<file path="src/verilog/cmd_fifo.sv">
`timescale 1ns/10ps

module cmd_fifo #(
  parameter type payload_t = logic,
  parameter int  DEPTH     = 4         // power of two
) (
  input  logic     wb_clk_i,
  input  logic     wb_rst_i,
  // write side
  input  logic     push_i,
  input  payload_t data_i,
  output logic     full_o,
  // read side
  input  logic     pop_i,
  output payload_t data_o,
  output logic     empty_o
);

  localparam int AW = (DEPTH > 1) ? $clog2(DEPTH) : 1;

  payload_t mem [DEPTH];

  // one extra bit tells full from empty
  logic [AW:0] wr_ptr;
  logic [AW:0] rd_ptr;

  assign empty_o = (wr_ptr == rd_ptr);
  assign full_o  = (wr_ptr[AW] != rd_ptr[AW]) &&
                   (wr_ptr[AW-1:0] == rd_ptr[AW-1:0]);

  assign data_o = mem[rd_ptr[AW-1:0]];

  //////////////////////////////////////////////////
  // pointers
  //////////////////////////////////////////////////

  always_ff @(posedge wb_clk_i) begin
    if (wb_rst_i) begin
      wr_ptr <= '0;
      rd_ptr <= '0;
    end else begin
      if (push_i) wr_ptr <= wr_ptr + 1'b1;
      if (pop_i)  rd_ptr <= rd_ptr + 1'b1;
    end
  end

  // storage
  always_ff @(posedge wb_clk_i) begin
    if (push_i) begin
      mem[wr_ptr[AW-1:0]] <= data_i;
    end
  end

endmodule

</file>
<file path="config.mk">
export PLATFORM = sky130hd
export DESIGN_NAME = cmd_fifo
export DESIGN_NICKNAME = d
export VERILOG_FILES = /design/src/verilog/cmd_fifo.sv
export SDC_FILE = /design/constraint.sdc
export NUM_CORES = 1
export LEC_CHECK = 0
export ABC_AREA = 1
export BUFFER_PORTS_ARGS = -buffer_cell sky130_fd_sc_hd__buf_2
export CAP_MARGIN = 25
export CORE_AREA = 8 8 45 47
export DETAILED_ROUTE_END_ITERATION = 10
export DIE_AREA = 0 0 53 55
export PLACE_DENSITY_LB_ADDON = 0.2
export RECOVER_POWER = 50
export SLEW_MARGIN = 30
export SYNTH_ARGS = -nofsm -noshare
export SYNTH_HDL_FRONTEND = slang
export SYNTH_SLANG_ARGS = --single-unit
export TNS_END_PERCENT = 50
</file>
<file path="constraint.sdc">
create_clock -name wb_clk_i -period 1.45 [get_ports wb_clk_i]
set_input_delay 0.2175 -clock wb_clk_i [delete_from_list [all_inputs] [get_ports wb_clk_i]]
set_output_delay 0.2175 -clock wb_clk_i [all_outputs]
set_load 0.03 [all_outputs]
</file>
==> summary.txt <==
Logic synthesis
  – Post-synthesis compound-gate area fraction: 4.91%
  – Mux share of post-synthesis cell area: 0%
  – Sequential fraction of the synthesis area: 50.0%
  – Yosys warns: 0
  – Yosys cell types: 13
  – Largest family of logic cells by synthesized area: simple AND/OR/NAND/NOR gates
  – Mean Syn Cell Area: 8.49 µm²
  – Syn Nets: 76
  – Post-synthesis sequential element count: 12
  – Xor and xnor area share after synthesis: 6.25%
  – Post-synth design cell area: 561 µm²
  – Post-Synth Adder-Cell Area: 11.2%
  – Post-Synth Simple-Gate Area: 19.4%
  – Post-synthesis cell count: 66

GRT
  – Initial antenna violation count: 0
  – First-pass GRT wire length: 1640 µm
  – GRT Total Usage: 8.00%
  – GR Overflow Total: 0
  – Vias in the first global route: 404
  – Largest net degree at the start of global routing: 8

STA
  – RSZ-0062 raised after global routing: no
  – Fmax: 0.738 GHz
  – Post-route setup TNS: 0 ps
  – Endpoints failing hold: 0
  – Tcrit/Tclk final: 93.4%
  – WHS: 179 ps
  – Skew final: 3.26 ps
  – Worst-Margin Slew: 180 ps
  – Fin. max-slew vios: 0
  – Setup WS post-layout: 95.5 ps
  – Relative slew slack: 87.9%
  – Final setup fails: 0
  – Min Tclk post-route: 1350 ps

Floorplan
  – Core Box Area: 1380 µm²
  – Rows: 14
  – Initial Util: 40.5%
  – Die Wd: 53 µm
  – Die height: 55 µm
  – IO Pins: 8
  – Die Area: 2920 µm²

Worst setup path
  – Critical Path Fanout Max: 3
  – Worst EP arrival: 1140 ps
  – CP required: 1230 ps
  – Critical path class: register to output pin
  – Worst setup SP type: register
  – Endpoint class of the critical path: output pin

Placed design
  – DP Cell Count: 88
  – IO Port Bufs: 7
  – Placement Setup Slack: 301 ps
  – Dpl hpwl: 726 µm
  – Routability cong.: 0.707
  – Placed Area: 611 µm²

Power
  – Leakage: 0.326 nW
  – Psw: 202 µW
  – Combinational share of power: 19.0%
  – Sequential share of power: 52.7%
  – Power Dens Cells: 1130 nW/µm²
  – Internal power: 536 µW
  – Power, Total: 738 µW
  – Worst VDD drop: 513 µV
  – Clock Power Share: 28.3%
  – Sw Ratio: 27.4%

Detailed routing
  – Antenna Nets Post-Route: 0
  – TritonRoute pass-1 iters: 2
  – Routed vias/inst: 4.18
  – DRC Markers: 0
  – Initial DRC count: 5
  – DR WL/cell: 9.95 µm
  – Wirelength, routed: 915 µm
  – Via count: 385

Cells and area
  – Fin cells: 92
  – Final Instance Area: 652 µm²
  – Fin util: 47.1%
  – Share of post-route cells with drive strength above 1: 17.1%
  – Antenna diode count: 0
  – Layout area overhead: 16.3%
  – # nets final: 87

Worst hold path
  – Worst Hold Class: input pin to register

Clock tree
  – Clock slew at reported path FFs: 70 ps
  – # resized after CTS: 0
  – Latest clock arrival within the worst-skew pair: 260 ps
  – Root Driver: clkbuf_4
  – H-tree levels: 1
  – Hold-fix buffers at CTS: 0
  – Post-CTS Setup Inserts: 0
  – Clock buffer depth: 2
  – Num CTS Buffers: 3
  – CTS tree: built
  – Clock sink total: 12

Status
  – Status: complete, no violations

Job
  – Max-cap violations: 0
[worst max-delay path: stages (launching register included)]
cell	delay [ps]
dfxtp_1	390
xnor2_1	140
nand2_1	80
nor2_1	100
buf_4	170
[placed cells by master (no fill, tap or decap), drive strengths merged]
cell    netlist  layout
or2           1       1
inv          11      11
nand2        14      14
clkbuf        0       5
buf           1       6
nand3         1       1
edfxtp        4       4
nor2         12      12
dfxtp         8       8
xnor2         4       4
o211ai        1       1
a21oi         4       4
ha            5       5
[worst paths after layout]
| kind | cells past startpoint | slack (ps) | start | to |
|---|---|---|---|---|
| setup / recovery | 4 | 100 | rd_ptr[0] | full_o |
| hold / removal | 2 | 180 | wb_rst_i | wr_ptr[0] |
| setup reg to reg | 4 | 410 | wr_ptr[0] | wr_ptr[1] |
| hold reg to reg | 2 | 530 | wr_ptr[2] | wr_ptr[2] |
[cells in the mapped netlist (all sizes together)]
cell    instances  share of area [%]
nand2          14                9.4
nor2           12                8.0
inv            11                7.4
dfxtp           8                 29
ha              5                 11
a21oi           4                3.6
edfxtp          4                 21
xnor2           4                6.2
buf             1               0.89
nand3           1               0.89
o211ai          1                1.3
or2             1                1.1
[power groups by stage]
stage | Sequential (mW) | Clock, mW | Combinational (mW)
2_1_floorplan | 0.391 | 0 | 0.0959
3_3_place_gp | 0.394 | 0 | 0.126
3_5_place_dp | 0.395 | 0 | 0.128
4_1_cts | 0.388 | 0.216 | 0.129
5_1_grt | 0.393 | 0.238 | 0.159
6_report | 0.389 | 0.209 | 0.140
[layout make-up]
class | count | area, µm²
Sequential cell | 12 | 283
Tap cell | 16 | 20.0
Multi-Input combinational cell | 42 | 236
Inverter | 11 | 41.3
Timing Repair Buffer | 7 | 45.0
Clock buffer | 4 | 26.3
Fill cell | 142 | 732
[layer usage]
| metal | up-vias | wire, µm | GRT usage [%] |
|---|---|---|---|
| met4 | 0 | 18 | 6.47 |
| met3 | 2 | 48 | 2.41 |
| met5 | - | 0 | 0 |
| met2 | 5 | 443 | 12.9 |
| met1 | 159 | 405 | 8.58 |
| li1 | 219 | - | - |
[logic make-up after synthesis]
family / after synthesis
AO/OA/AOI/OAI: 5
XOR/XNOR: 4
adder cells (fa/ha/maj): 5
buffers and inverters: 12
flip-flops: 12
AND/OR/NAND/NOR: 28
Power figures use the tool's default switching activity.
