`src/verilog/wb_mem_pkg.sv`:
```
package wb_mem_pkg;

  //////////////////////////////////////////////////
  // bus widths
  //////////////////////////////////////////////////

  localparam int DATA_W = 16;      // wishbone data word
  localparam int SEL_W  = 2;       // one select line per byte
  localparam int ADDR_W = 32;      // byte address

  //////////////////////////////////////////////////
  // bank geometry
  //////////////////////////////////////////////////

  localparam int BANK_AW    = 11;  // 2048 words per bank
  localparam int BANK_SHIFT = 12;  // bank number starts here

  // host command, 51 bits
  typedef struct packed {
    logic              write;
    logic [ADDR_W-1:0] addr;
    logic [SEL_W-1:0]  sel;
    logic [DATA_W-1:0] wdata;
  } cmd_t;

  // host response, 17 bits
  typedef struct packed {
    logic              was_write;
    logic [DATA_W-1:0] rdata;      // zero for writes
  } rsp_t;

endpackage
```
`src/verilog/host_cmd_port.sv`:
```
`timescale 1ns/10ps

module host_cmd_port (
  input  logic             wb_clk_i,
  input  logic             wb_rst_i,
  // host command side
  input  logic             cmd_req_i,
  input  wb_mem_pkg::cmd_t cmd_i,
  output logic             cmd_ack_o,
  // host response side
  output logic             rsp_req_o,
  output wb_mem_pkg::rsp_t rsp_o,
  input  logic             rsp_ack_i,
  // command queue
  output logic             cq_push_o,
  output wb_mem_pkg::cmd_t cq_data_o,
  input  logic             cq_full_i,
  // response queue
  output logic             rq_pop_o,
  input  wb_mem_pkg::rsp_t rq_data_i,
  input  logic             rq_empty_i
);

  typedef enum logic {CMD_IDLE, CMD_ACK} cmd_state_t;
  typedef enum logic [1:0] {RSP_IDLE, RSP_REQ, RSP_DONE} rsp_state_t;

  cmd_state_t cmd_state;
  rsp_state_t rsp_state;

  //////////////////////////////////////////////////
  // command direction
  //////////////////////////////////////////////////

  assign cq_push_o = (cmd_state == CMD_IDLE) & cmd_req_i & ~cq_full_i;
  assign cq_data_o = cmd_i;            // host holds it stable while req is up
  assign cmd_ack_o = (cmd_state == CMD_ACK);

  always_ff @(posedge wb_clk_i) begin
    if (wb_rst_i) begin
      cmd_state <= CMD_IDLE;
    end else begin
      case (cmd_state)
        CMD_IDLE: if (cq_push_o) cmd_state <= CMD_ACK;
        CMD_ACK:  if (!cmd_req_i) cmd_state <= CMD_IDLE;
        default:  cmd_state <= CMD_IDLE;
      endcase
    end
  end

  //////////////////////////////////////////////////
  // response direction
  //////////////////////////////////////////////////

  assign rsp_req_o = (rsp_state == RSP_REQ);
  assign rsp_o     = rq_data_i;        // head of queue
  assign rq_pop_o  = rsp_req_o & rsp_ack_i;

  always_ff @(posedge wb_clk_i) begin
    if (wb_rst_i) begin
      rsp_state <= RSP_IDLE;
    end else begin
      case (rsp_state)
        RSP_IDLE: if (!rq_empty_i) rsp_state <= RSP_REQ;
        RSP_REQ:  if (rsp_ack_i) rsp_state <= RSP_DONE;
        // host must drop ack before the next request
        RSP_DONE: if (!rsp_ack_i) rsp_state <= rq_empty_i ? RSP_IDLE : RSP_REQ;
        default:  rsp_state <= RSP_IDLE;
      endcase
    end
  end

endmodule

```
`config.mk`:
```
export PLATFORM = sky130hd
export DESIGN_NAME = host_cmd_port
export DESIGN_NICKNAME = d
export VERILOG_FILES = /design/src/verilog/wb_mem_pkg.sv /design/src/verilog/host_cmd_port.sv
export SDC_FILE = /design/constraint.sdc
export NUM_CORES = 1
export LEC_CHECK = 0
export BUFFER_PORTS_ARGS = -buffer_cell sky130_fd_sc_hd__buf_2
export CORE_MARGIN = 10
export CORE_UTILIZATION = 23
export DETAILED_ROUTE_END_ITERATION = 8
export GPL_ROUTABILITY_DRIVEN = 0
export GPL_TIMING_DRIVEN = 0
export PLACE_DENSITY = 0.81
export SETUP_SLACK_MARGIN = 0.1
export SYNTH_ARGS = -nofsm -noshare
export SYNTH_HDL_FRONTEND = slang
export SYNTH_SLANG_ARGS = --single-unit
```
`constraint.sdc`:
```
create_clock -name wb_clk_i -period 1.4 [get_ports wb_clk_i]
set_clock_uncertainty 0.15 [all_clocks]
set_input_delay 0.07 -clock wb_clk_i [delete_from_list [all_inputs] [get_ports wb_clk_i]]
set_output_delay 0.07 -clock wb_clk_i [all_outputs]
set_load 0.01 [all_outputs]
```
==> results.sh, run 1 <==
export IMPL_root_buffer="sky130_fd_sc_hd__clkbuf_4"
export IMPL_min_path_type="in2reg"
export IMPL_synthesis_instances=81
export IMPL_worst_path_largest_cell_delay_ps=540
export IMPL_ys_seq_elements=3
export IMPL_grt_use_total=0.0928
export IMPL_timing_final_ws_setup_ps=162
export IMPL_required_ps=1180
export IMPL_synth_nets=155
export IMPL_netlist_area_sq_um=647
export IMPL_dp_worst_setup_slack_ps=234
export IMPL_post_synthesis_adder_cell_area_fraction=0
export IMPL_route_detailed_drc=0
export IMPL_setup_cp_type="in2out"
export IMPL_drt_vias_per_instance=3.72
export IMPL_synth_most_common_cell="sky130_fd_sc_hd__buf_4"
export IMPL_slew_viol_final=0
export IMPL_synth_enable_flop_cells=0
export IMPL_layout_area_seq_sq_um=61.3
export IMPL_synthSimpleGateAreaFrac=0.0754
export IMPL_critical_path_slowest_stage_cell="sky130_fd_sc_hd__dlygate4sd3_1"
export IMPL_violations_in_the_final_reports="hold timing"
export IMPL_hold_worst_slack_ps=-24.4
export IMPL_maximum_number_of_pins_on_one_net_before_global_route_repair=5
export IMPL_cts_reportedPaths_clkPinSlew_ps=30
export IMPL_cp_arrival_ps=1020
export IMPL_synthMuxAreaShare=0.0174
export IMPL_die_area_sq_um=5330
export IMPL_quantity_of_hold_fixing_buffers_added_after_cts=4
export IMPL_placeableCoreArea_sq_um=2730
export IMPL_stdcell_area_sq_um=1150
export IMPL_layout_cell_share_with_drive_strength_beyond_1=0.916
export IMPL_io_pin_count=146
export IMPL_max_transition_margin=0.883
export IMPL_critical_path_peak_fanout=2
export IMPL_yosys_area_share_xor_xnor=0.0135
export IMPL_multiInputGateArea_sq_um=85.1
export IMPL_crit_path_start_kind="primary input"
export IMPL_rrSetupSlack_ps=240
export IMPL_number_of_port_buffers=77
export IMPL_tritoncts_num_buffers=3
export IMPL_synth_commonest_cells="68 x sky130_fd_sc_hd__buf_4, 3 x sky130_fd_sc_hd__dfxtp_1, 3 x sky130_fd_sc_hd__nor3b_1"
export IMPL_crit_start="cq_full_i"
export IMPL_timing_setup_tns_ps=0
export IMPL_postSynth_topFlopCell="sky130_fd_sc_hd__dfxtp_1"
export IMPL_grt_pass1_vias=817
export IMPL_nNetsFinal=241
export IMPL_placement_rows=19
export IMPL_placedCellCount=189
export IMPL_synth_largest_area_cell="sky130_fd_sc_hd__buf_4"
export IMPL_power_leakage_uw=0.000724
export IMPL_worst_pin_slew_ps=174
export IMPL_cpMostUsedCell="sky130_fd_sc_hd__buf_2"
export IMPL_r2r_start="rsp_state[0]$_SDFFE_PP0P_"
export IMPL_end_kind="output pin"
export IMPL_synth_top_family_by_area="buffers and inverters"
export IMPL_post_dp_area_sq_um=1070
export IMPL_final_period_minus_worst_setup_slack_ps=1240
export IMPL_rsz0062_at_grt="yes"
export IMPL_syn_to_final_growth_pct=77.8
export IMPL_non_filler_cells_final=197
export IMPL_post_drt_wl_per_cell_um=15.1
export IMPL_power_per_cell_area_nw_per_um2=529
export IMPL_max_cap_viol_count=0
export IMPL_netlist_area_leader_share=0.789
export IMPL_rr_worst_depth=2
export IMPL_cts_repair_timing_setup_buffer_count=0
export IMPL_dr_first_iter_drc_count=2
export IMPL_n_antenna_cell=0
export IMPL_vdd_drop_max_mv=0.440
export IMPL_crit_reg2reg_capture="rsp_state[0]$_SDFFE_PP0P_"
export IMPL_finalHoldViolations=1
export IMPL_grt_antenna_before_repair=0
export IMPL_fp_dieH_um=73.0
export IMPL_main_area_contributors_after_synthesis="sky130_fd_sc_hd__buf_4 79%, sky130_fd_sc_hd__dfxtp_1 9.3%, sky130_fd_sc_hd__nor3b_1 3.5%"
export IMPL_achievable_frequency_mhz=808
export IMPL_grt_overflow=0
export IMPL_crit_chain="dlygate4sd3_1, buf_2, nor3b_2, buf_2"
export IMPL_route_vias_total=732
export IMPL_synth_compound_area_share=0.0116
export IMPL_tritoncts="yes"
export IMPL_finalWirelength_um=2980
export IMPL_initial_utilization=0.237
export IMPL_yosysWarningCount=0
export IMPL_drt_pass1_iter_count=2
export IMPL_global_route_wire_length_before_repair_um=3950
export IMPL_die_width_um=73.0
export IMPL_ant_nets=0
export IMPL_cts_sink_count=3
export IMPL_synth_sequential_area_ratio=0.0928
export IMPL_finalCritPeriodShare=0.884
export IMPL_fraction_of_registers_with_async_set_or_reset_after_synthesis=0
export IMPL_clock_insertion_delay_worst_skew_ps=240
export IMPL_run_status="finished with violations"
export IMPL_synth_cell_types=9
export IMPL_fillCellCount=272
export IMPL_cts_htree_levels=1
export IMPL_setup_viol=0
export IMPL_cts_buffer_depth=2
export IMPL_syn_area_per_cell_sq_um=7.99
export IMPL_capture_point_of_the_critical_path="cq_push_o"
cell type report:
type                    count  area share
multi-input cells          10      0.0740
flip-flops and latches      3      0.0533
clock buffers               4      0.0229
repair buffers             81       0.372
plain buffers              68       0.444
well taps                  31      0.0337
worst max-delay path: cells and delay by family:
kind          cells  cell delay (ps)
simple gates      1              130
buf+inv           3              820
routing by layer:
| metal | share of wire | vias up | track usage | wire length [um] |
|---|---|---|---|---|
| li1 | - | 352 | - | - |
| met1 | 0.23 | 299 | 0.0634 | 686 |
| met2 | 0.53 | 77 | 0.168 | 1580 |
| met3 | 0.23 | 4 | 0.0857 | 687 |
| met4 | 0.0084 | 0 | 0.0380 | 25 |
| met5 | 0 | - | 0 | 0 |
worst min path at each step:
| stage | start | endpoint | slack (ps) | cells after the start |
|---|---|---|---|---|
| 2_1_floorplan | wb_rst_i | rsp_state[1]$_SDFFE_PP0P_ | -4 | 1 |
| 4_1_cts | rq_empty_i | rsp_state[0]$_SDFFE_PP0P_ | -30 | 3 |
| 5_1_grt | rq_empty_i | rsp_state[0]$_SDFFE_PP0P_ | -10 | 3 |
| 6_report | rq_empty_i | rsp_state[0]$_SDFFE_PP0P_ | -20 | 3 |
| 3_5_place_dp | wb_rst_i | rsp_state[1]$_SDFFE_PP0P_ | 140 | 2 |
| 3_3_place_gp | wb_rst_i | rsp_state[1]$_SDFFE_PP0P_ | 130 | 2 |
flip-flops by register name, summed over array words and instances, names as in the netlist:
| register | flops |
|---|---|
| rsp_state | 2 |
| cmd_ack_o | 1 |
through the flow:
stage / utilization / total power, uW
after floorplan: - / 322
final: 0.421 / 608
after global routing: 0.421 / 642
after CTS: 0.416 / 617
after detailed placement: 0.392 / 450
after global placement: 0.392 / 447
power breakdown:
group / switching, uW / internal, uW
clock: 46.5 / 107
combinational: 136 / 219
sequential: 6.53 / 93.2
total: 189 / 419
cells in the final DEF (no fill, tap or decap), drive strengths merged:
master,Yosys,layout
nor2b,2,2
clkbuf,0,4
xnor2,1,1
dlymetal6s4s,0,1
buf,68,145
mux2,1,1
dfxtp,3,3
or4,1,1
dlygate4sd3,0,3
nor3b,3,3
o31ai,1,1
and2,1,1
cell families after synthesis:
group / count (synthesis)
xor gates and xnor gates: 1
AOI/OAI and AO/OA: 1
buffers and inverters: 68
muxes: 1
and+or+nand+nor: 7
DFF: 3
what timing repair did:
action | 4_1_cts | 5_1_grt
setup endpoints to repair | 0 | 3
endpoints found under the hold margin | 3 | 1
resized for setup | 0 | 4
(Power assumes the default switching activity.)
==> run 2, diff against run 1 <==
==> constraint.sdc (replaced) <==
create_clock -name wb_clk_i -period 1.4 [get_ports wb_clk_i]
set_clock_uncertainty 0.15 [all_clocks]
set_input_delay 0.21 -clock wb_clk_i [delete_from_list [all_inputs] [get_ports wb_clk_i]]
set_output_delay 0.21 -clock wb_clk_i [all_outputs]
set_load 0.01 [all_outputs]
==> run 2 against run 1 <==
- the run now ends clean
- fmax is 3.5% lower
- core utilization is 0.64 points lower
- hold slack better by 55 ps
- global-route usage is 0.30 points lower
- die area stayed put
- cell area is 1.5% lower
- highest routed layer unchanged
==> results.sh, run 2 (same netlist as run 1, synthesis figures left out) <==
export IMPL_run_status="completed"
export IMPL_power_share_switching=0.311
export IMPL_seqPwrFrac=0.162
export IMPL_timing_setup_tns_ps=0
export IMPL_io_pin_count=146
export IMPL_root_buffer="sky130_fd_sc_hd__clkbuf_4"
export IMPL_top_register="rsp_state"
export IMPL_crit_path_start_kind="flip-flop"
export IMPL_crit_chain="nor2b_4, and2_4, buf_6"
export IMPL_initial_utilization=0.237
export IMPL_setup_cp_type="reg2out"
export IMPL_critical_path_top_delay_family="flip-flops"
export IMPL_route_vias_total=734
export IMPL_crit_buf_inv=1
export IMPL_cts_buffer_depth=2
export IMPL_placeableCoreArea_sq_um=2730
export IMPL_final_cell_mix="76 x sky130_fd_sc_hd__buf_2, 69 x sky130_fd_sc_hd__buf_4, 3 x sky130_fd_sc_hd__clkbuf_4, 2 x sky130_fd_sc_hd__nor3b_1, 2 x sky130_fd_sc_hd__dfxtp_2"
export IMPL_hold_worst_slack_ps=30.1
export IMPL_tritoncts_num_buffers=3
export IMPL_min_path_type="in2reg"
export IMPL_power_per_cell_area_nw_per_um2=541
export IMPL_die_area_sq_um=5330
export IMPL_grt_use_total=0.0898
export IMPL_max_cap_viol_count=0
export IMPL_n_antenna_cell=0
export IMPL_maximum_number_of_pins_on_one_net_before_global_route_repair=5
export IMPL_placement_rows=19
export IMPL_clock_insertion_delay_worst_skew_ps=240
export IMPL_critical_path_slowest_stage_cell="sky130_fd_sc_hd__dfxtp_2"
export IMPL_layout_cell_share_with_drive_strength_beyond_1=0.957
export IMPL_finalHoldViolations=0
export IMPL_required_ps=1040
export IMPL_combinationalPowerShare=0.588
export IMPL_most_common_library_cell_in_the_layout_ignoring_fill_and_taps="sky130_fd_sc_hd__buf_2"
export IMPL_max_transition_margin=0.883
export IMPL_cp_arrival_ps=920
export IMPL_syn_to_final_growth_pct=75.0
export IMPL_non_filler_cells_final=194
export IMPL_quantity_of_hold_fixing_buffers_added_after_cts=0
export IMPL_cts_sink_count=3
export IMPL_number_of_port_buffers=77
export IMPL_largest_register_ff_count=2
export IMPL_drt_pass1_iter_count=2
export IMPL_dr_first_iter_drc_count=2
export IMPL_final_period_minus_worst_setup_slack_ps=1280
export IMPL_global_route_wire_length_before_repair_um=3810
export IMPL_cts_htree_levels=1
export IMPL_slew_viol_final=0
export IMPL_worst_path_largest_cell_delay_ps=310
export IMPL_die_width_um=73.0
export IMPL_switching_power_uw=190
export IMPL_achievable_frequency_mhz=779
export IMPL_route_detailed_drc=0
export IMPL_gr_usage_met2=0.163
export IMPL_grt_antenna_before_repair=0
export IMPL_grt_pass1_vias=805
export IMPL_placedCellCount=189
export IMPL_nNetsFinal=238
export IMPL_power_leakage_uw=0.000710
export IMPL_ant_nets=0
export IMPL_setup_viol=0
export IMPL_fp_dieH_um=73.0
export IMPL_cell_internal_pwr_uw=422
export IMPL_tritoncts="yes"
export IMPL_finalWirelength_um=2920
export IMPL_critical_path_peak_fanout=2
export IMPL_vdd_drop_max_mv=0.427
export IMPL_fillCellCount=285
export IMPL_drt_vias_per_instance=3.78
export IMPL_rsz0062_at_grt="yes"
export IMPL_end_kind="output pin"
export IMPL_fraction_of_met1_tracks_used_by_global_routing=0.0588
export IMPL_post_drt_wl_per_cell_um=15.1
export IMPL_clock_power_share=0.251
export IMPL_worst_pin_slew_ps=174
export IMPL_cts_reportedPaths_clkPinSlew_ps=40
export IMPL_grt_overflow=0
export IMPL_grt_util_met3=0.0857
export IMPL_busiest_layer="met2"
export IMPL_finalCritPeriodShare=0.917
run 2: metal layers:
layer,share of wire,up-vias,routed length [um]
met3,0.23,4,667
met2,0.53,77,1540
met4,0.0086,0,25
met1,0.24,305,691
met5,0,-,0
li1,-,348,-
run 2: cell type report:
class | count | area, sq um | share of cell area
plain buffers | 68 | 510 | 0.451
repair buffers | 78 | 399 | 0.352
multi-input cells | 10 | 95.1 | 0.0840
flip-flops and latches | 3 | 62.6 | 0.0552
well taps | 31 | 38.8 | 0.0343
clock buffers | 4 | 26.3 | 0.0232
run 2: path summary, 6_finish.rpt:
check,from,to,slack (ps),depth (start not counted)
setup / recovery,rsp_state[0]$_SDFFE_PP0P_,rq_pop_o,120,3
hold / removal,wb_rst_i,rsp_state[1]$_SDFFE_PP0P_,30,2
setup reg to reg,rsp_state[0]$_SDFFE_PP0P_,rsp_state[0]$_SDFFE_PP0P_,120,3
hold reg to reg,rsp_state[1]$_SDFFE_PP0P_,rsp_state[0]$_SDFFE_PP0P_,340,1
run 2: through the flow:
step                instance area, sq um   util  worst slack, ps  power, uW
global placement                    1070  0.392              252        447
global route                        1130  0.414             95.8        647
CTS                                 1120  0.410              101        622
detailed placement                  1070  0.392              234        450
floorplan                            647      -              235        322
finish                              1130  0.414              117        613
run 2: power groups by stage:
stage	Sequential (uW)	Combinational (uW)	Clock [uW]
finish	99.0	360	154
global route	99.8	388	159
CTS	98.6	364	159
detailed placement	100	350	0
global placement	99.8	347	0
floorplan	99.3	223	0
run 2: timing repair:
| item | in CTS | in global routing |
|---|---|---|
| buffers inserted | 1 | 0 |
| resized for setup | 5 | 3 |
| setup endpoints to repair | 2 | 3 |
