### src/verilog/wb_mem_pkg.sv
package wb_mem_pkg;

  //////////////////////////////////////////////////
  // bus widths
  //////////////////////////////////////////////////

  localparam int DATA_W = 16;      // wishbone data word
  localparam int SEL_W  = 2;       // one select line per byte
  localparam int ADDR_W = 32;      // byte address

  //////////////////////////////////////////////////
  // bank geometry
  //////////////////////////////////////////////////

  localparam int BANK_AW    = 11;  // 2048 words per bank
  localparam int BANK_SHIFT = 12;  // bank number starts here

  // host command, 51 bits
  typedef struct packed {
    logic              write;
    logic [ADDR_W-1:0] addr;
    logic [SEL_W-1:0]  sel;
    logic [DATA_W-1:0] wdata;
  } cmd_t;

  // host response, 17 bits
  typedef struct packed {
    logic              was_write;
    logic [DATA_W-1:0] rdata;      // zero for writes
  } rsp_t;

endpackage
### src/verilog/wb_master.sv
`timescale 1ns/10ps

module wb_master (
  input  logic                                wb_clk_i,
  input  logic                                wb_rst_i,
  // command queue
  output logic                                cq_pop_o,
  input  wb_mem_pkg::cmd_t                    cq_data_i,
  input  logic                                cq_empty_i,
  // response queue
  output logic                                rq_push_o,
  output wb_mem_pkg::rsp_t                    rq_data_o,
  input  logic                                rq_full_i,
  // wishbone master
  output logic                                wb_cyc_o,
  output logic                                wb_stb_o,
  output logic                                wb_we_o,
  output logic [wb_mem_pkg::SEL_W-1:0]        wb_sel_o,
  output logic [wb_mem_pkg::ADDR_W-1:0]       wb_adr_o,
  output logic [wb_mem_pkg::DATA_W-1:0]       wb_dat_o,
  input  logic [wb_mem_pkg::DATA_W-1:0]       wb_dat_i,
  input  logic                                wb_ack_i
);

  typedef enum logic {ST_IDLE, ST_BUSY} state_t;

  state_t           state;
  wb_mem_pkg::cmd_t cur_cmd;           // command in flight

  //////////////////////////////////////////////////
  // command fetch
  //////////////////////////////////////////////////

  // a free response slot guarantees the push at ack
  assign cq_pop_o = (state == ST_IDLE) & ~cq_empty_i & ~rq_full_i;

  always_ff @(posedge wb_clk_i) begin
    if (wb_rst_i) begin
      state <= ST_IDLE;
    end else begin
      case (state)
        ST_IDLE: if (cq_pop_o) state <= ST_BUSY;
        ST_BUSY: if (wb_ack_i) state <= ST_IDLE;   // cyc/stb drop here
        default: state <= ST_IDLE;
      endcase
    end
  end

  always_ff @(posedge wb_clk_i) begin
    if (cq_pop_o) cur_cmd <= cq_data_i;
  end

  // bus cycle straight from the held command
  assign wb_cyc_o = (state == ST_BUSY);
  assign wb_stb_o = wb_cyc_o;
  assign wb_we_o  = cur_cmd.write;
  assign wb_sel_o = cur_cmd.sel;
  assign wb_adr_o = cur_cmd.addr;
  assign wb_dat_o = cur_cmd.wdata;

  //////////////////////////////////////////////////
  // response
  //////////////////////////////////////////////////

  assign rq_push_o           = wb_cyc_o & wb_ack_i;
  assign rq_data_o.was_write = cur_cmd.write;
  assign rq_data_o.rdata     = cur_cmd.write ? '0 : wb_dat_i;

endmodule

### config.mk
export PLATFORM = sky130hd
export DESIGN_NAME = wb_master
export DESIGN_NICKNAME = d
export VERILOG_FILES = /design/src/verilog/wb_mem_pkg.sv /design/src/verilog/wb_master.sv
export SDC_FILE = /design/constraint.sdc
export NUM_CORES = 1
export LEC_CHECK = 0
export BUFFER_PORTS_ARGS = -buffer_cell sky130_fd_sc_hd__buf_2
export CORE_ASPECT_RATIO = 0.6
export CORE_MARGIN = 10
export CORE_UTILIZATION = 40
export CTS_CLUSTER_DIAMETER = 30
export DETAILED_ROUTE_END_ITERATION = 8
export PLACE_DENSITY_LB_ADDON = 0.05
export REMOVE_ABC_BUFFERS = 1
export SYNTH_ARGS = -nofsm -noshare
export SYNTH_HDL_FRONTEND = slang
export SYNTH_SLANG_ARGS = --single-unit
### constraint.sdc
create_clock -name wb_clk_i -period 6.5 [get_ports wb_clk_i]
set_input_delay 0.975 -clock wb_clk_i [delete_from_list [all_inputs] [get_ports wb_clk_i]]
set_output_delay 0.975 -clock wb_clk_i [all_outputs]
set_load 0.01 [all_outputs]
==> results of run 1 <==
## layout make-up
class	instances	area [um2]	area share
sequential	52	1550	0.603
multi-input combinational	20	140	0.0544
clock inverter	2	11.3	0.00438
tap	60	75.1	0.0292
timing repair buffer	144	723	0.281
clock buffer	6	72.6	0.0282
## cell families (layout without fill, tap and decap cells)
logic type             after synthesis  after routing
AO/OA/AOI/OAI                        1              1
AND/OR/NAND/NOR                     19             19
flip-flops                          52             52
buffers and inverters                3            152
## flip-flops by register name, indices dropped and copies added, names as in the netlist
| name | cells |
|---|---|
| wb_cyc_o | 1 |
| wb_sel_o | 2 |
| wb_we_o | 1 |
| wb_adr_o | 32 |
| wb_dat_o | 16 |
## worst paths after layout
kind                    from  cells past startpoint  slack (ns)           end
hold / removal      wb_cyc_o                      2        0.69      wb_cyc_o
hold reg to reg     wb_cyc_o                      2        0.69      wb_cyc_o
setup reg to reg    wb_cyc_o                      2        5.02  wb_dat_o[13]
setup / recovery  cq_empty_i                      3        4.12      cq_pop_o
## power groups by stage
stage / Clock, mW / Combinational, mW / Sequential [mW]
floorplan: 0 / 0.0124 / 0.406
global placement: 0 / 0.0626 / 0.397
detailed placement: 0 / 0.0641 / 0.397
CTS: 0.177 / 0.0641 / 0.390
global route: 0.194 / 0.0687 / 0.391
finish: 0.172 / 0.0626 / 0.389
## critical path, cell delays in order
cell and delay [ns]:
buf_2 0.11, nor3_4 0.16, buf_2 0.15
## metal layers
| metal | vias up | global-route usage | wire length, um |
|---|---|---|---|
| met3 | 4 | 0.0823 | 648 |
| li1 | 571 | - | - |
| met5 | - | 0 | 0 |
| met1 | 527 | 0.123 | 1780 |
| met2 | 74 | 0.214 | 2380 |
| met4 | 0 | 0.0323 | 23 |
## synthesized netlist by cell type, drive strengths merged
library cell  number
buf                3
nor2b             17
and2               1
edfxtp            51
o21ba              1
nor3               1
dfxtp              1
==> impl_metrics.ini, run 1 <==
[final_layout]
area_growth_pct = 50.1
design_area_um2 = 2570
drive_above_1_share = 0.679
utilization = 0.624
n_fill_cell = 333
layout_common_cells = buf_2 (143), edfxtp_1 (51), nor2b_1 (17)
final_cells = 284
nNetsFinal = 295
final_common_cell = buf_2
antenna_cells = 0

[global_route]
overflow = 0
grt_usage = 0.125
grt_start_max_net_pins = 53
grt_first_pass_wirelength_um = 7200
grt_pass1_vias = 1334
antenna_found_initial = 0

[power_and_ir_drop]
power_mw = 0.624
cellInternalPower_mw = 0.491
power_frac_clock = 0.275
p_leak_nw = 1.16
p_sw_frac = 0.213
power_frac_seq = 0.624
switchingPower_mw = 0.133
ir_drop_v = 0.000172
powerDensity_nw_per_um2 = 242
combPwrFrac = 0.100

[worst_setup_path]
path_class = primary input to output pin
cp-end-kind = output pin
critPathMaxFanout = 2
cp.arrival_ns = 1.40
crit_required_ns = 5.52
worstSetupStartpointType = primary input

[clock_network]
cts_buffer_depth = 2
ctsRootBufferMaster = clkbuf_8
cts_tree = done
cts_buffers = 5
h-tree-depth = 2
clk_pin_slew_worst_paths_ns = 0.09
clock_latency_ns = 0.29
cts.sinks = 52
cts_setup_buffers = 0
post_cts_resized = 0
cts-hold-fix-buffers = 0

[detailed_routing]
wl_um = 4830
wl_per_cell_um = 17.0
drtPass1Iterations = 4
avgViaCountPerCell = 4.14
vias = 1176
drc = 0
ant_nets = 0
drtIter0Drc = 35

[synth]
synth.ff_latch_count = 52
synth_top_cell_area_share = 0.893
synth_area_per_cell_um2 = 22.9
yosys.area_share.simple = 0.0759
synth_seq_area_share = 0.905
synth_cell_type_count = 7
synthTopCellsByArea = edfxtp_1 (89%), nor2b_1 (6.2%), buf_4 (1.3%)
postSynthCellCount = 75
synth-adder-area-share = 0
yosys.area.top_type = edfxtp_1
synth_compound_area_frac = 0.00584
synthMuxAreaShare = 0
yosysWarnings = 0
syn-cell-area_um2 = 1710
synthXorXnorAreaFrac = 0
synth_top_family_by_area = simple AND/OR/NAND/NOR gates

[timing]
fin_setup_tns_ns = 0
fmax_mhz = 421
maxSlewViolCount = 0
fin_crit_ns = 2.38
rsz0062_at_grt = false
finalWorstSetupSlack_ns = 4.12
clock_skew_ns = 0.00389
final-setup-viol-count = 0
tightest_slew_ns = 0.623
relSlewSlack = 0.584
finalHoldViolations = 0
whs_ns = 0.690
period_share = 0.365

[floorplanning]
initial_core_util = 0.416
core_um2 = 4120
die-area_um2 = 7390
fp.dieW_um = 105
pin_count = 144
fp.dieH_um = 70.7
row_count = 18

[placement]
dp.cells = 276
post_dp_cell_area_um2 = 2490
io_buffers = 143
dp_slack_ns = 4.11
globalplace.congestion = 0.675

[min_path]
hold_path.class = flop to flop

[run_status]
status = finished clean

[run]
cap_viol_max_count = 0
Note: power is estimated with default switching activity, not from simulation.
==> inputs of run 2 (changes only) <==
ABC_AREA = 1   (was default)
CORE_UTILIZATION = 38   (was 40)
clock period = 2.38 ns   (was 6.5 ns; I/O delays follow)
==> run 2 against run 1 <==
Synthesized cell count increased by 29%; die area increased by 5.9%; sequential power increased to 2.7 times the previous value; first-iteration DRC count increased by 5.7%; largest power group unchanged; highest routed layer is now met3.
==> impl_metrics.ini, run 2 <==
[detailed_routing]
wl_um = 4790
drtPass1Iterations = 4
wl_per_cell_um = 15.4
avgViaCountPerCell = 3.86
vias = 1198
drtIter0Drc = 37
ant_nets = 0
drc = 0

[floorplanning]
initial_core_util = 0.389
row_count = 19
core_um2 = 4520
fp.dieW_um = 108
fp.dieH_um = 72.6
die-area_um2 = 7830
pin_count = 144

[power_and_ir_drop]
ir_drop_v = 0.000417
p_leak_nw = 1.28
powerDensity_nw_per_um2 = 647
power_mw = 1.69

[clock_network]
cts_setup_buffers = 0
cts_tree = done
ctsRootBufferMaster = clkbuf_8
h-tree-depth = 2
clk_pin_slew_worst_paths_ns = 0.09
cts-hold-fix-buffers = 0
post_cts_resized = 0
cts_buffer_depth = 2
clock_latency_ns = 0.29
cts.sinks = 52
cts_buffers = 5

[timing]
whs_ns = 0.209
tightest_slew_ns = 0.584
rsz0062_at_grt = false
final-setup-viol-count = 0
finalHoldViolations = 0
period_share = 0.732
fmax_mhz = 574
fin_crit_ns = 1.74
maxSlewViolCount = 0
clock_skew_ns = 0.00837
relSlewSlack = 0.611
fin_setup_tns_ns = 0

[final_layout]
final_cells = 310
antenna_cells = 0
drive_above_1_share = 0.636
area_growth_pct = 49.0
layout_common_cells = buf_2 (143), edfxtp_1 (51), inv_1 (19)
largest_register_ffs = 32
nNetsFinal = 319
final_common_cell = buf_2
design_area_um2 = 2620

[placement]
io_buffers = 143
globalplace.congestion = 0.711
dpl.hpwl_um = 4050
dp.cells = 303
post_dp_cell_area_um2 = 2540

[synth]
synth_cell_type_count = 10
synth-edff-count = 51
postSynthCellCount = 97
synth_flop_cell = edfxtp_1
synth_top_cell_area_share = 0.872
synth_most_common_cell = edfxtp_1
synth_seq_area_share = 0.884
syn-cell-area_um2 = 1760
synthTopCellsByArea = edfxtp_1 (87%), inv_1 (4.3%), nor2_1 (3.0%)
synth_area_per_cell_um2 = 18.1
synthTopCellsByCount = edfxtp_1 (51), inv_1 (20), nor2_1 (14)
synth.ff_latch_count = 52
yosys.area.top_type = edfxtp_1
yosysWarnings = 0
synthArstFlopShare = 0

[worst_setup_path]
cp.arrival_ns = 1.38
path_class = flop to output pin
cp-end-kind = output pin
crit_required_ns = 2.02
worstSetupStartpointType = flop
critPathMaxFanout = 21

[global_route]
grt_first_pass_wirelength_um = 6870
grt_pass1_vias = 1239
antenna_found_initial = 0
grt_usage = 0.115
grt_start_max_net_pins = 22
overflow = 0

[min_path]
hold_path.class = primary input to flop

[run_status]
status = finished clean

[run]
cap_viol_max_count = 0
[run 2: critical path: stages, from the launching register on]
cell and delay, ns:
dfxtp_1 0.35, nor2_1 0.11, nand2_1 0.08, inv_2 0.33
buf_2 0.22
[run 2: metal layers]
| layer | track usage | vias up | wire [um] |
|---|---|---|---|
| met4 | 0.0133 | 0 | 0 |
| met1 | 0.130 | 512 | 1910 |
| met3 | 0.0829 | 0 | 673 |
| met5 | 0 | - | 0 |
| met2 | 0.180 | 67 | 2200 |
| li1 | - | 619 | - |
[run 2: cells by family (layout without fill, tap and decap cells)]
family,count (synthesis),in the layout,share of synthesized area
simple gates,20,20,0.0470
buf+inv,24,174,0.0663
flops,52,52,0.884
compound gates,1,1,0.00285
[run 2: path summary, 6_finish.rpt]
kind	to	slack (ns)	startpoint	cells after the start
worst max-delay path	cq_pop_o	0.64	wb_cyc_o	4
worst min-delay path	wb_cyc_o	0.21	wb_rst_i	2
worst max register to register	wb_adr_o[1]	0.93	wb_cyc_o	4
worst min register to register	wb_cyc_o	0.51	wb_cyc_o	2
[run 2: power breakdown]
part | switching (mW) | leakage, nW | total [mW] | internal, mW
Clock | 0.254 | 0.0410 | 0.454 | 0.200
Sequential | 0.0117 | 0.484 | 1.06 | 1.05
Combinational | 0.0911 | 0.752 | 0.176 | 0.0847
Total | 0.357 | 1.28 | 1.69 | 1.34
[run 2: stage by stage]
step                setup WS, ns   util
detailed placement         0.799  0.562
CTS                        0.588  0.579
finish                     0.639  0.579
floorplan                  0.354      -
global placement           0.791  0.562
global route               0.518  0.579
[run 2: cell type report]
cell class | instances | area [um2]
clock inverter | 1 | 5.00
fill | 381 | 1900
multi-input combinational | 21 | 87.6
inverter | 20 | 75.1
tap | 63 | 78.8
timing repair buffer | 147 | 746
clock buffer | 6 | 72.6
sequential | 52 | 1550
==> inputs of run 3 (changes only) <==
clock period = 1.8 ns   (was 2.38 ns; I/O delays follow)
==> run 3 against run 2 <==
Power up 41%; final area up 0.77%; register-to-register slack worse by 0.35 ns; first-iteration DRC count up 54%; count of clock-buffer cells in the layout unchanged; routed wire length down 1.7%; worst hold slack worse by 0.073 ns; die area unchanged; flip-flop and latch count unchanged; non-clock buffer count down 3; largest power group unchanged; highest routed layer is now met4.
==> impl_metrics.ini, run 3 (synthesis gave the netlist of run 2 again) <==
[global_route]
overflow = 0
grt_pass1_vias = 1238
grt_first_pass_wirelength_um = 6760
grt_usage = 0.112
grt_start_max_net_pins = 53
antenna_found_initial = 0

[final_layout]
utilization = 0.584
final_common_cell = buf_2
layout_common_cells = buf_2 (143), edfxtp_1 (51), inv_1 (19)
largest_register_ffs = 32
nNetsFinal = 316
antenna_cells = 0
drive_above_1_share = 0.633
area_growth_pct = 50.2

[worst_setup_path]
critPathMaxFanout = 52
path_class = flop to output pin
cp.arrival_ns = 1.38
rrSetupSlack_ns = 0.58
worstSetupStartpointType = flop
r2r_start = wb_cyc_o
cp_slowest_cell = dfxtp_1
cp_num_buf_inv = 3
path_delay_family = buffers and inverters
crit_chain = nor2_1, nand2_1, inv_2, buf_12, buf_2
rr_worst_depth = 4
critPathMaxStageDelay_ns = 0.35
startpoint = wb_cyc_o
cp-end-kind = output pin
crit_required_ns = 1.53
r2r-end = wb_adr_o[0]

[floorplanning]
row_count = 19
pin_count = 144
core_um2 = 4520
fp.dieH_um = 72.6
die-area_um2 = 7830
fp.dieW_um = 108
initial_core_util = 0.389

[timing]
fmax_mhz = 606
fin_crit_ns = 1.65
clock_skew_ns = 0.00465
finalHoldViolations = 0
final-setup-viol-count = 0
tightest_slew_ns = 0.567
period_share = 0.917
relSlewSlack = 0.622
maxSlewViolCount = 0
rsz0062_at_grt = false

[placement]
globalplace.congestion = 0.700
io_buffers = 143
dpl.hpwl_um = 3910

[min_path]
hold_path.class = primary input to flop
min_delay_path_depth = 2
holdPathEnd = wb_cyc_o
min_from = wb_rst_i

[clock_network]
cts.sinks = 52
post_cts_resized = 0
clk_pin_slew_worst_paths_ns = 0.08
cts_setup_buffers = 0
h-tree-depth = 2
cts_buffers = 5
cts-hold-fix-buffers = 0
cts_tree = done
clock_latency_ns = 0.29
ctsRootBufferMaster = clkbuf_8
cts_buffer_depth = 2

[detailed_routing]
drtIter0Drc = 57
ant_nets = 0
wl_per_cell_um = 15.3
drtPass1Iterations = 2
drc = 0
avgViaCountPerCell = 3.84
vias = 1182
wl_um = 4710

[run]
cap_viol_max_count = 0

[run_status]
status = finished clean

[power_and_ir_drop]
powerDensity_nw_per_um2 = 906
power_mw = 2.39
ir_drop_v = 0.000551
p_leak_nw = 1.28
[run 3: changes by cell type in the layout (fill, tap and decap cells not counted), sizes merged]
cell    before  now
bufinv       0    1
buf        147  144
[run 3: power by group]
group          total (mW)  switching, mW  internal (mW)
Sequential           1.41         0.0154           1.39
Clock               0.752          0.340          0.412
Combinational       0.231          0.120          0.111
Total                2.39          0.476           1.91
[run 3: through the flow]
step           instances  area, um2  setup TNS, ns  setup slack (ns)  hold WS, ns
5_1_grt              308       2640              0            0.0675        0.117
2_1_floorplan         93       1710         -11.60            -0.226        0.339
3_3_place_gp         300       2530              0             0.467        0.426
6_report             308       2640              0             0.149        0.136
4_1_cts              308       2640              0             0.136        0.120
3_5_place_dp         300       2530              0             0.456        0.444
[run 3: area by class of cell]
type,instances,area (um2)
Clock buffer,6,72.6
Sequential cell,52,1550
Clock inverter,2,35.0
Fill cell,400,1880
Inverter,20,75.1
Tap cell,63,78.8
Multi-Input combinational cell,21,87.6
Timing Repair Buffer,144,736
[run 3: worst max path at each step]
stage	end	cells past startpoint
finish	cq_pop_o	5
floorplan	wb_adr_o[0]	3
global route	cq_pop_o	5
global placement	cq_pop_o	6
detailed placement	cq_pop_o	6
CTS	cq_pop_o	5
[run 3: layer usage]
layer	wire [um]	GRT usage	vias to the layer above
met5	0	0	-
met4	8	0.0265	0
met3	707	0.0864	2
met2	2270	0.185	66
met1	1720	0.109	501
li1	-	-	613
[run 3: worst register-to-register path, cell delays in order (launching register included)]
cell,delay (ns)
dfxtp_1,0.35
nor2_1,0.11
nand2_1,0.09
inv_2,0.08
buf_12,0.25
